--- src/hw/mips_pkg.sv ---
`default_nettype none

package mips_pkg;

  // ---------------------------------------------------------------------
  // widths
  // ---------------------------------------------------------------------
  localparam int xlen       = 32;  // data and address width
  localparam int reg_addr_w = 5;   // register index

  // ---------------------------------------------------------------------
  // instruction encodings
  // ---------------------------------------------------------------------
  typedef enum logic [5:0] {
    op_rtype = 6'h00,
    op_beq   = 6'h04,
    op_bne   = 6'h05,
    op_addi  = 6'h08,
    op_addiu = 6'h09,
    op_ori   = 6'h0d,
    op_lui   = 6'h0f,
    op_lw    = 6'h23,
    op_sw    = 6'h2b
  } opcode_e;

  typedef enum logic [5:0] {
    f_add  = 6'h20,
    f_addu = 6'h21,
    f_sub  = 6'h22,
    f_subu = 6'h23,
    f_and  = 6'h24,
    f_or   = 6'h25,
    f_slt  = 6'h2a
  } funct_e;

  typedef enum logic [2:0] {
    alu_and = 3'b000,
    alu_or  = 3'b001,
    alu_add = 3'b010,
    alu_sub = 3'b110,
    alu_slt = 3'b111
  } alu_op_e;

  typedef enum logic [1:0] {
    fwd_none = 2'b00,  // register file value
    fwd_wb   = 2'b01,
    fwd_mem  = 2'b10
  } fwd_sel_e;

  // decoded control, 12 bits
  typedef struct packed {
    logic    regwrite;
    logic    regdst;
    logic    alusrc;
    logic    memwrite;
    logic    memtoreg;
    logic    branch;
    logic    branch_ne;  // bne, inverts the zero test
    logic    signext;
    logic    shiftl16;
    alu_op_e alu_op;
  } ctrl_t;

  // ---------------------------------------------------------------------
  // stage registers
  // ---------------------------------------------------------------------
  typedef struct packed {
    logic            valid;
    logic [xlen-1:0] instr;
    logic [xlen-1:0] pc_plus4;
  } if_id_t;

  typedef struct packed {
    ctrl_t                 ctrl;
    logic [xlen-1:0]       pc_plus4;
    logic [xlen-1:0]       rd1;
    logic [xlen-1:0]       rd2;
    logic [xlen-1:0]       imm;  // already extended or shifted
    logic [reg_addr_w-1:0] rs;
    logic [reg_addr_w-1:0] rt;
    logic [reg_addr_w-1:0] rd;
  } id_ex_t;

  typedef struct packed {
    logic                  regwrite;
    logic                  memtoreg;
    logic                  memwrite;
    logic                  branch;
    logic                  branch_ne;
    logic [xlen-1:0]       target;
    logic [xlen-1:0]       alu_result;
    logic                  zero;
    logic [xlen-1:0]       store_data;
    logic [reg_addr_w-1:0] dst;
  } ex_mem_t;

  typedef struct packed {
    logic                  regwrite;
    logic                  memtoreg;
    logic [xlen-1:0]       alu_result;
    logic [xlen-1:0]       read_data;
    logic [reg_addr_w-1:0] dst;
  } mem_wb_t;

endpackage

`default_nettype wire

--- src/hw/alu.sv ---
`timescale 1ns/100ps
`default_nettype none

module alu (
  input  logic [mips_pkg::xlen-1:0] a,
  input  logic [mips_pkg::xlen-1:0] b,
  input  mips_pkg::alu_op_e         op,
  output logic [mips_pkg::xlen-1:0] result,
  output logic                      zero
);
  import mips_pkg::*;

  logic less;

  assign less = ($signed(a) < $signed(b));  // slt and sltu both signed here

  always_comb
  begin
    case (op)
      alu_and: result = a & b;
      alu_or:  result = a | b;
      alu_add: result = a + b;
      alu_sub: result = a - b;
      alu_slt: result = {{(xlen-1){1'b0}}, less};
      default: result = '0;
    endcase
  end

  assign zero = (result == '0);  // branch compare

endmodule

`default_nettype wire

--- src/hw/register_file.sv ---
`timescale 1ns/100ps
`default_nettype none

module register_file (
  input  logic                            clk,
  input  logic                            reset,
  input  logic                            we,
  input  logic [mips_pkg::reg_addr_w-1:0] ra1,
  input  logic [mips_pkg::reg_addr_w-1:0] ra2,
  input  logic [mips_pkg::reg_addr_w-1:0] wa,
  input  logic [mips_pkg::xlen-1:0]       wd,
  output logic [mips_pkg::xlen-1:0]       rd1,
  output logic [mips_pkg::xlen-1:0]       rd2
);
  import mips_pkg::*;

  logic [xlen-1:0] regs [1:31];  // r0 is not stored

  always_ff @(posedge clk)
  begin
    if (reset)
      regs <= '{default: '0};  // architectural state starts at zero
    else if (we && (wa != '0))
      regs[wa] <= wd;
  end

  // write-through so WB and ID can share a cycle
  assign rd1 = (ra1 == '0) ? '0 : (we && (wa == ra1)) ? wd : regs[ra1];
  assign rd2 = (ra2 == '0) ? '0 : (we && (wa == ra2)) ? wd : regs[ra2];

  r0_reads_zero: assert property (@(posedge clk) disable iff (reset)
    ((ra1 == '0) |-> (rd1 == '0)) and ((ra2 == '0) |-> (rd2 == '0)))
    else $error("register 0 read back nonzero");

endmodule

`default_nettype wire

--- src/hw/hazard_unit.sv ---
`timescale 1ns/100ps
`default_nettype none

module hazard_unit (
  input  logic [mips_pkg::reg_addr_w-1:0] ex_rs,
  input  logic [mips_pkg::reg_addr_w-1:0] ex_rt,
  input  logic [mips_pkg::reg_addr_w-1:0] mem_dst,
  input  logic [mips_pkg::reg_addr_w-1:0] wb_dst,
  input  logic [mips_pkg::reg_addr_w-1:0] id_rs,
  input  logic [mips_pkg::reg_addr_w-1:0] id_rt,
  input  logic                            mem_regwrite,
  input  logic                            wb_regwrite,
  input  logic                            ex_memtoreg,
  output mips_pkg::fwd_sel_e              fwd_a,
  output mips_pkg::fwd_sel_e              fwd_b,
  output logic                            stall
);
  import mips_pkg::*;

  // younger result wins, r0 never forwarded
  function automatic fwd_sel_e fwd_select(
    input logic [reg_addr_w-1:0] src,
    input logic                  m_we,
    input logic [reg_addr_w-1:0] m_dst,
    input logic                  w_we,
    input logic [reg_addr_w-1:0] w_dst
  );
    if (m_we && (m_dst != '0) && (m_dst == src))
      return fwd_mem;
    else if (w_we && (w_dst != '0) && (w_dst == src))
      return fwd_wb;
    else
      return fwd_none;
  endfunction

  assign fwd_a = fwd_select(ex_rs, mem_regwrite, mem_dst, wb_regwrite, wb_dst);
  assign fwd_b = fwd_select(ex_rt, mem_regwrite, mem_dst, wb_regwrite, wb_dst);

  // load in EX writes rt, its data is only ready after MEM
  assign stall = ex_memtoreg && ((ex_rt == id_rs) || (ex_rt == id_rt));

  stall_only_on_load: assert final (!stall || ex_memtoreg)
    else $error("stall raised without a load in EX");

endmodule

`default_nettype wire

--- src/hw/control_decoder.sv ---
`timescale 1ns/100ps
`default_nettype none

module control_decoder (
  input  mips_pkg::opcode_e opcode,
  input  mips_pkg::funct_e  funct,
  output mips_pkg::ctrl_t   ctrl
);
  import mips_pkg::*;

  // main and alu decode in one pass, alu_op comes out in ID
  always_comb
  begin
    ctrl = '0;  // unknown opcode acts as nop
    case (opcode)
      op_rtype:
      begin
        ctrl.regwrite = 1'b1;
        ctrl.regdst   = 1'b1;
        case (funct)
          f_add, f_addu: ctrl.alu_op = alu_add;  // overflow not trapped
          f_sub, f_subu: ctrl.alu_op = alu_sub;
          f_and:         ctrl.alu_op = alu_and;
          f_or:          ctrl.alu_op = alu_or;
          f_slt:         ctrl.alu_op = alu_slt;
          default:       ctrl        = '0;       // includes sll nop
        endcase
      end
      op_lw:
      begin
        ctrl.regwrite = 1'b1;
        ctrl.alusrc   = 1'b1;
        ctrl.memtoreg = 1'b1;
        ctrl.signext  = 1'b1;
        ctrl.alu_op   = alu_add;
      end
      op_sw:
      begin
        ctrl.alusrc   = 1'b1;
        ctrl.memwrite = 1'b1;
        ctrl.signext  = 1'b1;
        ctrl.alu_op   = alu_add;
      end
      op_beq, op_bne:
      begin
        ctrl.branch    = 1'b1;
        ctrl.branch_ne = (opcode == op_bne);
        ctrl.signext   = 1'b1;
        ctrl.alu_op    = alu_sub;  // zero flag carries the compare
      end
      op_addi, op_addiu:
      begin
        ctrl.regwrite = 1'b1;
        ctrl.alusrc   = 1'b1;
        ctrl.signext  = 1'b1;
        ctrl.alu_op   = alu_add;
      end
      op_ori:
      begin
        ctrl.regwrite = 1'b1;
        ctrl.alusrc   = 1'b1;
        ctrl.alu_op   = alu_or;  // zero extended immediate
      end
      op_lui:
      begin
        ctrl.regwrite = 1'b1;
        ctrl.alusrc   = 1'b1;
        ctrl.shiftl16 = 1'b1;
        ctrl.alu_op   = alu_add;  // rs field is zero
      end
      default: ctrl = '0;
    endcase
  end

endmodule

`default_nettype wire

--- src/hw/mips_pipeline.sv ---
`timescale 1ns/100ps
`default_nettype none

module mips_pipeline #(
  parameter logic [mips_pkg::xlen-1:0] reset_pc = '0
) (
  input  logic                      clk,
  input  logic                      reset,
  output logic [mips_pkg::xlen-1:0] pc,
  input  logic [mips_pkg::xlen-1:0] instr,
  output logic                      memwrite,
  output logic [mips_pkg::xlen-1:0] memaddr,
  output logic [mips_pkg::xlen-1:0] memwritedata,
  input  logic [mips_pkg::xlen-1:0] memreaddata
);
  import mips_pkg::*;

  if_id_t          if_id;
  id_ex_t          id_ex, id_ex_d;
  ex_mem_t         ex_mem, ex_mem_d;
  mem_wb_t         mem_wb, mem_wb_d;
  ctrl_t           dec_ctrl, id_ctrl;
  fwd_sel_e        fwd_a, fwd_b;
  logic [xlen-1:0] pc_plus4, id_rd1, id_rd2, id_imm;
  logic [xlen-1:0] src_a, src_b_reg, src_b, alu_result, wb_result;
  logic [15:0]     imm16;
  logic            alu_zero, stall, pcsrc;

  function automatic logic [xlen-1:0] fwd_mux(
    input fwd_sel_e        sel,
    input logic [xlen-1:0] reg_val,
    input logic [xlen-1:0] mem_val,
    input logic [xlen-1:0] wb_val
  );
    case (sel)
      fwd_mem: return mem_val;
      fwd_wb:  return wb_val;
      default: return reg_val;
    endcase
  endfunction

  // ---------------------------------------------------------------------
  // IF
  // ---------------------------------------------------------------------
  assign pc_plus4 = pc + xlen'(4);

  always_ff @(posedge clk)
  begin
    if (reset)
      pc <= reset_pc;
    else if (pcsrc)
      pc <= ex_mem.target;  // taken branch beats a stall
    else if (!stall)
      pc <= pc_plus4;
  end

  always_ff @(posedge clk)
  begin
    if (!stall)
    begin
      if_id.valid    <= 1'b1;
      if_id.instr    <= instr;
      if_id.pc_plus4 <= pc_plus4;
    end
    if (reset || pcsrc)
      if_id.valid <= 1'b0;
  end

  // ---------------------------------------------------------------------
  // ID
  // ---------------------------------------------------------------------
  control_decoder u_dec (
    .opcode (opcode_e'(if_id.instr[31:26])),
    .funct  (funct_e'(if_id.instr[5:0])),
    .ctrl   (dec_ctrl)
  );

  assign id_ctrl = if_id.valid ? dec_ctrl : '0;
  assign imm16   = if_id.instr[15:0];

  always_comb
  begin
    if (id_ctrl.shiftl16)
      id_imm = {imm16, {(xlen-16){1'b0}}};  // lui
    else if (id_ctrl.signext)
      id_imm = {{(xlen-16){imm16[15]}}, imm16};
    else
      id_imm = {{(xlen-16){1'b0}}, imm16};
  end

  register_file u_rf (
    .clk   (clk),
    .reset (reset),
    .we    (mem_wb.regwrite),
    .ra1   (if_id.instr[25:21]),
    .ra2   (if_id.instr[20:16]),
    .wa    (mem_wb.dst),
    .wd    (wb_result),
    .rd1   (id_rd1),
    .rd2   (id_rd2)
  );

  hazard_unit u_hz (
    .ex_rs        (id_ex.rs),
    .ex_rt        (id_ex.rt),
    .mem_dst      (ex_mem.dst),
    .wb_dst       (mem_wb.dst),
    .id_rs        (if_id.instr[25:21]),
    .id_rt        (if_id.instr[20:16]),
    .mem_regwrite (ex_mem.regwrite),
    .wb_regwrite  (mem_wb.regwrite),
    .ex_memtoreg  (id_ex.ctrl.memtoreg),
    .fwd_a        (fwd_a),
    .fwd_b        (fwd_b),
    .stall        (stall)
  );

  assign id_ex_d = '{ctrl: id_ctrl, pc_plus4: if_id.pc_plus4, rd1: id_rd1, rd2: id_rd2,
                     imm: id_imm, rs: if_id.instr[25:21], rt: if_id.instr[20:16],
                     rd: if_id.instr[15:11]};

  always_ff @(posedge clk)
  begin
    id_ex <= id_ex_d;
    if (reset || pcsrc || stall)
      id_ex.ctrl <= '0;  // bubble
  end

  // ---------------------------------------------------------------------
  // EX
  // ---------------------------------------------------------------------
  assign src_a     = fwd_mux(fwd_a, id_ex.rd1, ex_mem.alu_result, wb_result);
  assign src_b_reg = fwd_mux(fwd_b, id_ex.rd2, ex_mem.alu_result, wb_result);
  assign src_b     = id_ex.ctrl.alusrc ? id_ex.imm : src_b_reg;

  alu u_alu (
    .a      (src_a),
    .b      (src_b),
    .op     (id_ex.ctrl.alu_op),
    .result (alu_result),
    .zero   (alu_zero)
  );

  always_comb
  begin
    ex_mem_d.regwrite   = id_ex.ctrl.regwrite;
    ex_mem_d.memtoreg   = id_ex.ctrl.memtoreg;
    ex_mem_d.memwrite   = id_ex.ctrl.memwrite;
    ex_mem_d.branch     = id_ex.ctrl.branch;
    ex_mem_d.branch_ne  = id_ex.ctrl.branch_ne;
    ex_mem_d.target     = id_ex.pc_plus4 + {id_ex.imm[xlen-3:0], 2'b00};
    ex_mem_d.alu_result = alu_result;
    ex_mem_d.zero       = alu_zero;
    ex_mem_d.store_data = src_b_reg;  // forwarded store value
    ex_mem_d.dst        = id_ex.ctrl.regdst ? id_ex.rd : id_ex.rt;
  end

  always_ff @(posedge clk)
  begin
    ex_mem <= ex_mem_d;
    if (reset || pcsrc)
    begin
      ex_mem.regwrite  <= 1'b0;
      ex_mem.memtoreg  <= 1'b0;
      ex_mem.memwrite  <= 1'b0;
      ex_mem.branch    <= 1'b0;
      ex_mem.branch_ne <= 1'b0;
    end
  end

  // ---------------------------------------------------------------------
  // MEM and WB
  // ---------------------------------------------------------------------
  assign pcsrc        = ex_mem.branch && (ex_mem.zero != ex_mem.branch_ne);
  assign memwrite     = ex_mem.memwrite;
  assign memaddr      = ex_mem.alu_result;
  assign memwritedata = ex_mem.store_data;

  assign mem_wb_d = '{regwrite: ex_mem.regwrite, memtoreg: ex_mem.memtoreg,
                      alu_result: ex_mem.alu_result, read_data: memreaddata,
                      dst: ex_mem.dst};

  always_ff @(posedge clk)
  begin
    mem_wb <= mem_wb_d;
    if (reset)
    begin
      mem_wb.regwrite <= 1'b0;
      mem_wb.memtoreg <= 1'b0;
    end
  end

  assign wb_result = mem_wb.memtoreg ? mem_wb.read_data : mem_wb.alu_result;

  // decoder never sets both for one instruction
  store_not_writeback: assert property (@(posedge clk) disable iff (reset)
    !(ex_mem.memwrite && ex_mem.regwrite))
    else $error("memwrite and regwrite both set in MEM");

endmodule

`default_nettype wire

--- config.mk ---
export PLATFORM = sky130hd
export DESIGN_NAME = mips_pipeline
export DESIGN_NICKNAME = d
export VERILOG_FILES = /design/src/hw/mips_pkg.sv /design/src/hw/alu.sv /design/src/hw/register_file.sv /design/src/hw/hazard_unit.sv /design/src/hw/control_decoder.sv /design/src/hw/mips_pipeline.sv
export SDC_FILE = /design/constraint.sdc
export NUM_CORES = 2
export LEC_CHECK = 0
export ABC_AREA = 1
export BUFFER_PORTS_ARGS = -buffer_cell sky130_fd_sc_hd__buf_4
export CAP_MARGIN = 20
export CORE_MARGIN = 4
export CORE_UTILIZATION = 30
export CTS_BUF_LIST = sky130_fd_sc_hd__clkbuf_4 sky130_fd_sc_hd__clkbuf_8
export DETAILED_ROUTE_END_ITERATION = 8
export PLACE_DENSITY_LB_ADDON = 0.1
export SYNTH_ARGS = -nofsm -noshare
export SYNTH_HDL_FRONTEND = slang
export SYNTH_SLANG_ARGS = --single-unit
--- constraint.sdc ---
create_clock -name clk -period 4.2 [get_ports clk]
set_input_delay 0.21 -clock clk [delete_from_list [all_inputs] [get_ports clk]]
set_output_delay 0.21 -clock clk [all_outputs]
set_load 0.1 [all_outputs]
==> key figures <==
Outcome
  – Status: completed

Cells and area
  – Final #Nets: 10.6k
  – Area growth, synth to finish: 22.5%
  – Final core occ: 37.1%
  – Share of cells above drive strength 1: 16.2%

Power and ir drop
  – Worst VDD drop: 0.343 mV
  – Leak pwr: 33.8 nW
  – Power Dens Cells: 405 mW/mm²

Global route
  – Largest net degree at the start of global routing: 143
  – First-pass GRT wire length: 517000 µm
  – Total Routing Usage GR: 28.0%
  – Vias in the first global route: 70.7k
  – GRT overflow: 0
  – Initial antenna violation count: 23

Setup path
  – Largest stage delay, worst path: 0.32 ns
  – Worst path required time: 5.18 ns
  – Startpoint types: flop
  – Reg2reg path depth: 29
  – Nature of the critical path endpoint: flop
  – Kind of critical path: flop to flop
  – Crit-path max FO: 7
  – CP most frequent cell: nand2_1
  – Crit path arrival time: 5.13 ns
  – Slowest stage cell, crit path: dfxtp_1

Timing
  – Slew @ Worst Pin: 1.16 ns
  – RSZ-0062 raised after global routing: yes
  – Final hold slack: 0.203 ns
  – Final-report setup violation count: 0
  – Endpoints failing hold: 0
  – Final min period: 4.15 ns
  – Fmax: 0.241 GHz
  – Max-slew violations: 0
  – Skew final: 0.0637 ns
  – Setup TNS Final: 0 ns
  – Final Cycle Share: 98.8%
  – Slew headroom: 22.4%

Placed design
  – Placer Congestion: 0.920
  – Post-DP HPWL: 239000 µm
  – Input/output buffers: 162

Synth
  – Post-synth ARST share: 0%
  – Post-Synthesis Cells: 9989
  – Post-Syn Nets: 10.2k
  – Synth warn: 0
  – Post-synth EDFFs: 64
  – Synth Flop Type: dfxtp_1
  – Synth Cell Area: 0.0722 mm²
  – Synthesized area per cell: 7.23 µm²
  – Sequential fraction of the synthesis area: 40.2%
  – Netlist cell types: 58
  – Seq cells post-synth: 1420

Floorplanning
  – Core ar.: 0.239 mm²
  – Placement Rows: 179
  – Initial core utilization: 30.3%
  – Die height: 499 µm
  – Die ar.: 0.249 mm²
  – Die width: 499 µm
  – I/O pin cnt: 163

Clock network
  – Worst-Skew Late Latency: 1.09 ns
  – Clock Tree Root: clkbuf_8
  – CTS Buf Count: 289
  – Clock Tree Buf Depth: 4
  – CTS tree: built
  – H-tree depth: 5
  – Reg clk slew, reported paths: 0.06 ns
  – Clock sinks: 1420

Hold path
  – Worst Hold Depth: 3
  – Worst hold path class: input port to flop

Routing
  – Vias: 75.6k
  – Detail Route Antenna Nets: 0
  – Remaining routing DRC violations: 0
  – Drt via density: 5.49
  – Routed len/inst: 26.5 µm
  – DR iter-0 viols: 7761
  – Drt pass-1 iters: 6
  – Final wirelength: 365000 µm

Run
  – Max-cap violations: 0
## logic make-up after synthesis
| family | count (synthesis) | synth area share, % |
|---|---|---|
| AOI/OAI and AO/OA | 4205 | 33.2 |
| buffers and inverters | 2215 | 12.2 |
| and+or+nand+nor | 1940 | 11.2 |
| DFF | 1420 | 40.2 |
| adders and majority gates | 129 | 2.27 |
| xor gates and xnor gates | 78 | 0.956 |
| muxes | 2 | 0.0312 |
## area by class of cell
class	instances	area [µm²]
Multi-Input combinational cell	6354	35800
Inverter	1306	4950
Sequential cell	1420	29100
Clock inverter	35	287
Clock buffer	436	5430
Antenna cell	7	17.5
Fill cell	25100	150000
Timing Repair Buffer	1035	8950
Tap cell	3167	3960
## critical path, delay by kind of cell, from the launching register on
family / cells / cell delay (ns)
and+or+nand+nor: 18 / 2.11
buffers and inverters: 8 / 0.96
DFF: 1 / 0.32
adders and majority gates: 1 / 0.32
AOI/OAI and AO/OA: 1 / 0.23
xor gates and xnor gates: 1 / 0.14
## layer usage
layer	part of all wire, %	track usage, %
met1	44	38.3
met2	44	43.7
met3	7.7	5.32
met4	3.8	10.2
met5	0.0082	0
## power breakdown
group          switching, W  internal [W]  leakage, nW
sequential         0.000289        0.0138         11.7
clock               0.00652       0.00842         3.04
combinational       0.00457       0.00223         19.1
## sequential cells by signal (all words and copies together), names as in the netlist
register,count
ex_mem,42
ex_mem_d,5
id_ex,148
id_ex_d,47
if_id,18
mem_wb,71
memaddr,32
memwrite,1
memwritedata,32
pc,32
u_rf.regs,992
## layout by cell type, fill, tap and decap left out, types with 12 or more instances in the layout
cell type      count
a211oi_1         146
a21oi_1         1648
a221oi_1          42
a221oi_2          20
a31oi_1           47
buf_12            59
buf_4            835
clkbuf_4          91
clkbuf_8         345
clkinv_1          12
clkinv_2          21
dfxtp_1         1353
dlygate4sd3_1    129
edfxtp_1          64
ha_1              94
ha_4              25
inv_1           1257
inv_2             32
nand2_1         1038
nand2_2           56
nand3_1          268
nand3_2           30
nand3b_1          12
nand4_1           31
nor2_1           364
nor2_2            38
nor2_4            27
nor3_1            25
o2111ai_1         65
o211ai_1         183
o21ai_0         1576
o21ai_1           45
o21ai_2           19
o221ai_1         307
o221ai_2          18
o22ai_1           32
xnor2_1           27
xor2_1            50
## through the flow
step / instances / instance area, µm² / total power, W / setup slack, ns
final: 13800 / 88500 / 0.0358 / 0.0493
after global routing: 13800 / 88500 / 0.0371 / -0.197
after CTS: 13700 / 87900 / 0.0359 / 0.000467
after detailed placement: 13100 / 79900 / 0.0206 / -0.516
after global placement: 13100 / 79900 / 0.0206 / -0.590
after floorplan: 9989 / 72200 / 0.0175 / 0.567
## worst paths after layout
kind,from,to,slack [ns]
max,ex_mem[3],ex_mem[37],0.05
min,reset,pc[2],0.20
max reg2reg,ex_mem[3],ex_mem[37],0.05
min reg2reg,id_ex_d[128],id_ex[128],0.30
## timing repair
item,4_1_cts,5_1_grt
resized for setup,198,86
hold buffers,129,0
setup endpoints to repair,6,11
pin swaps,27,23
buffers inserted,11,9
hold endpoints to repair,155,0
cloned,1,0
## cell usage after synthesis, types with 56 or more instances
cell / number / area, µm²
a211oi_1: 146 / 1100
buf_2: 134 / 671
inv_1: 1271 / 4770
a21oi_1: 1656 / 8290
buf_4: 75 / 563
nand3_1: 297 / 1490
ha_1: 126 / 1580
o21ai_0: 1588 / 7950
o211ai_1: 183 / 1370
o221ai_1: 331 / 2900
o2111ai_1: 65 / 569
nand2_1: 1093 / 4100
dfxtp_1: 1356 / 27100
a221oi_1: 56 / 490
nor2_1: 417 / 1570
buf_1: 57 / 214
edfxtp_1: 64 / 1920
clkbuf_1: 633 / 2380
Note: power is estimated with default switching activity, not from simulation.
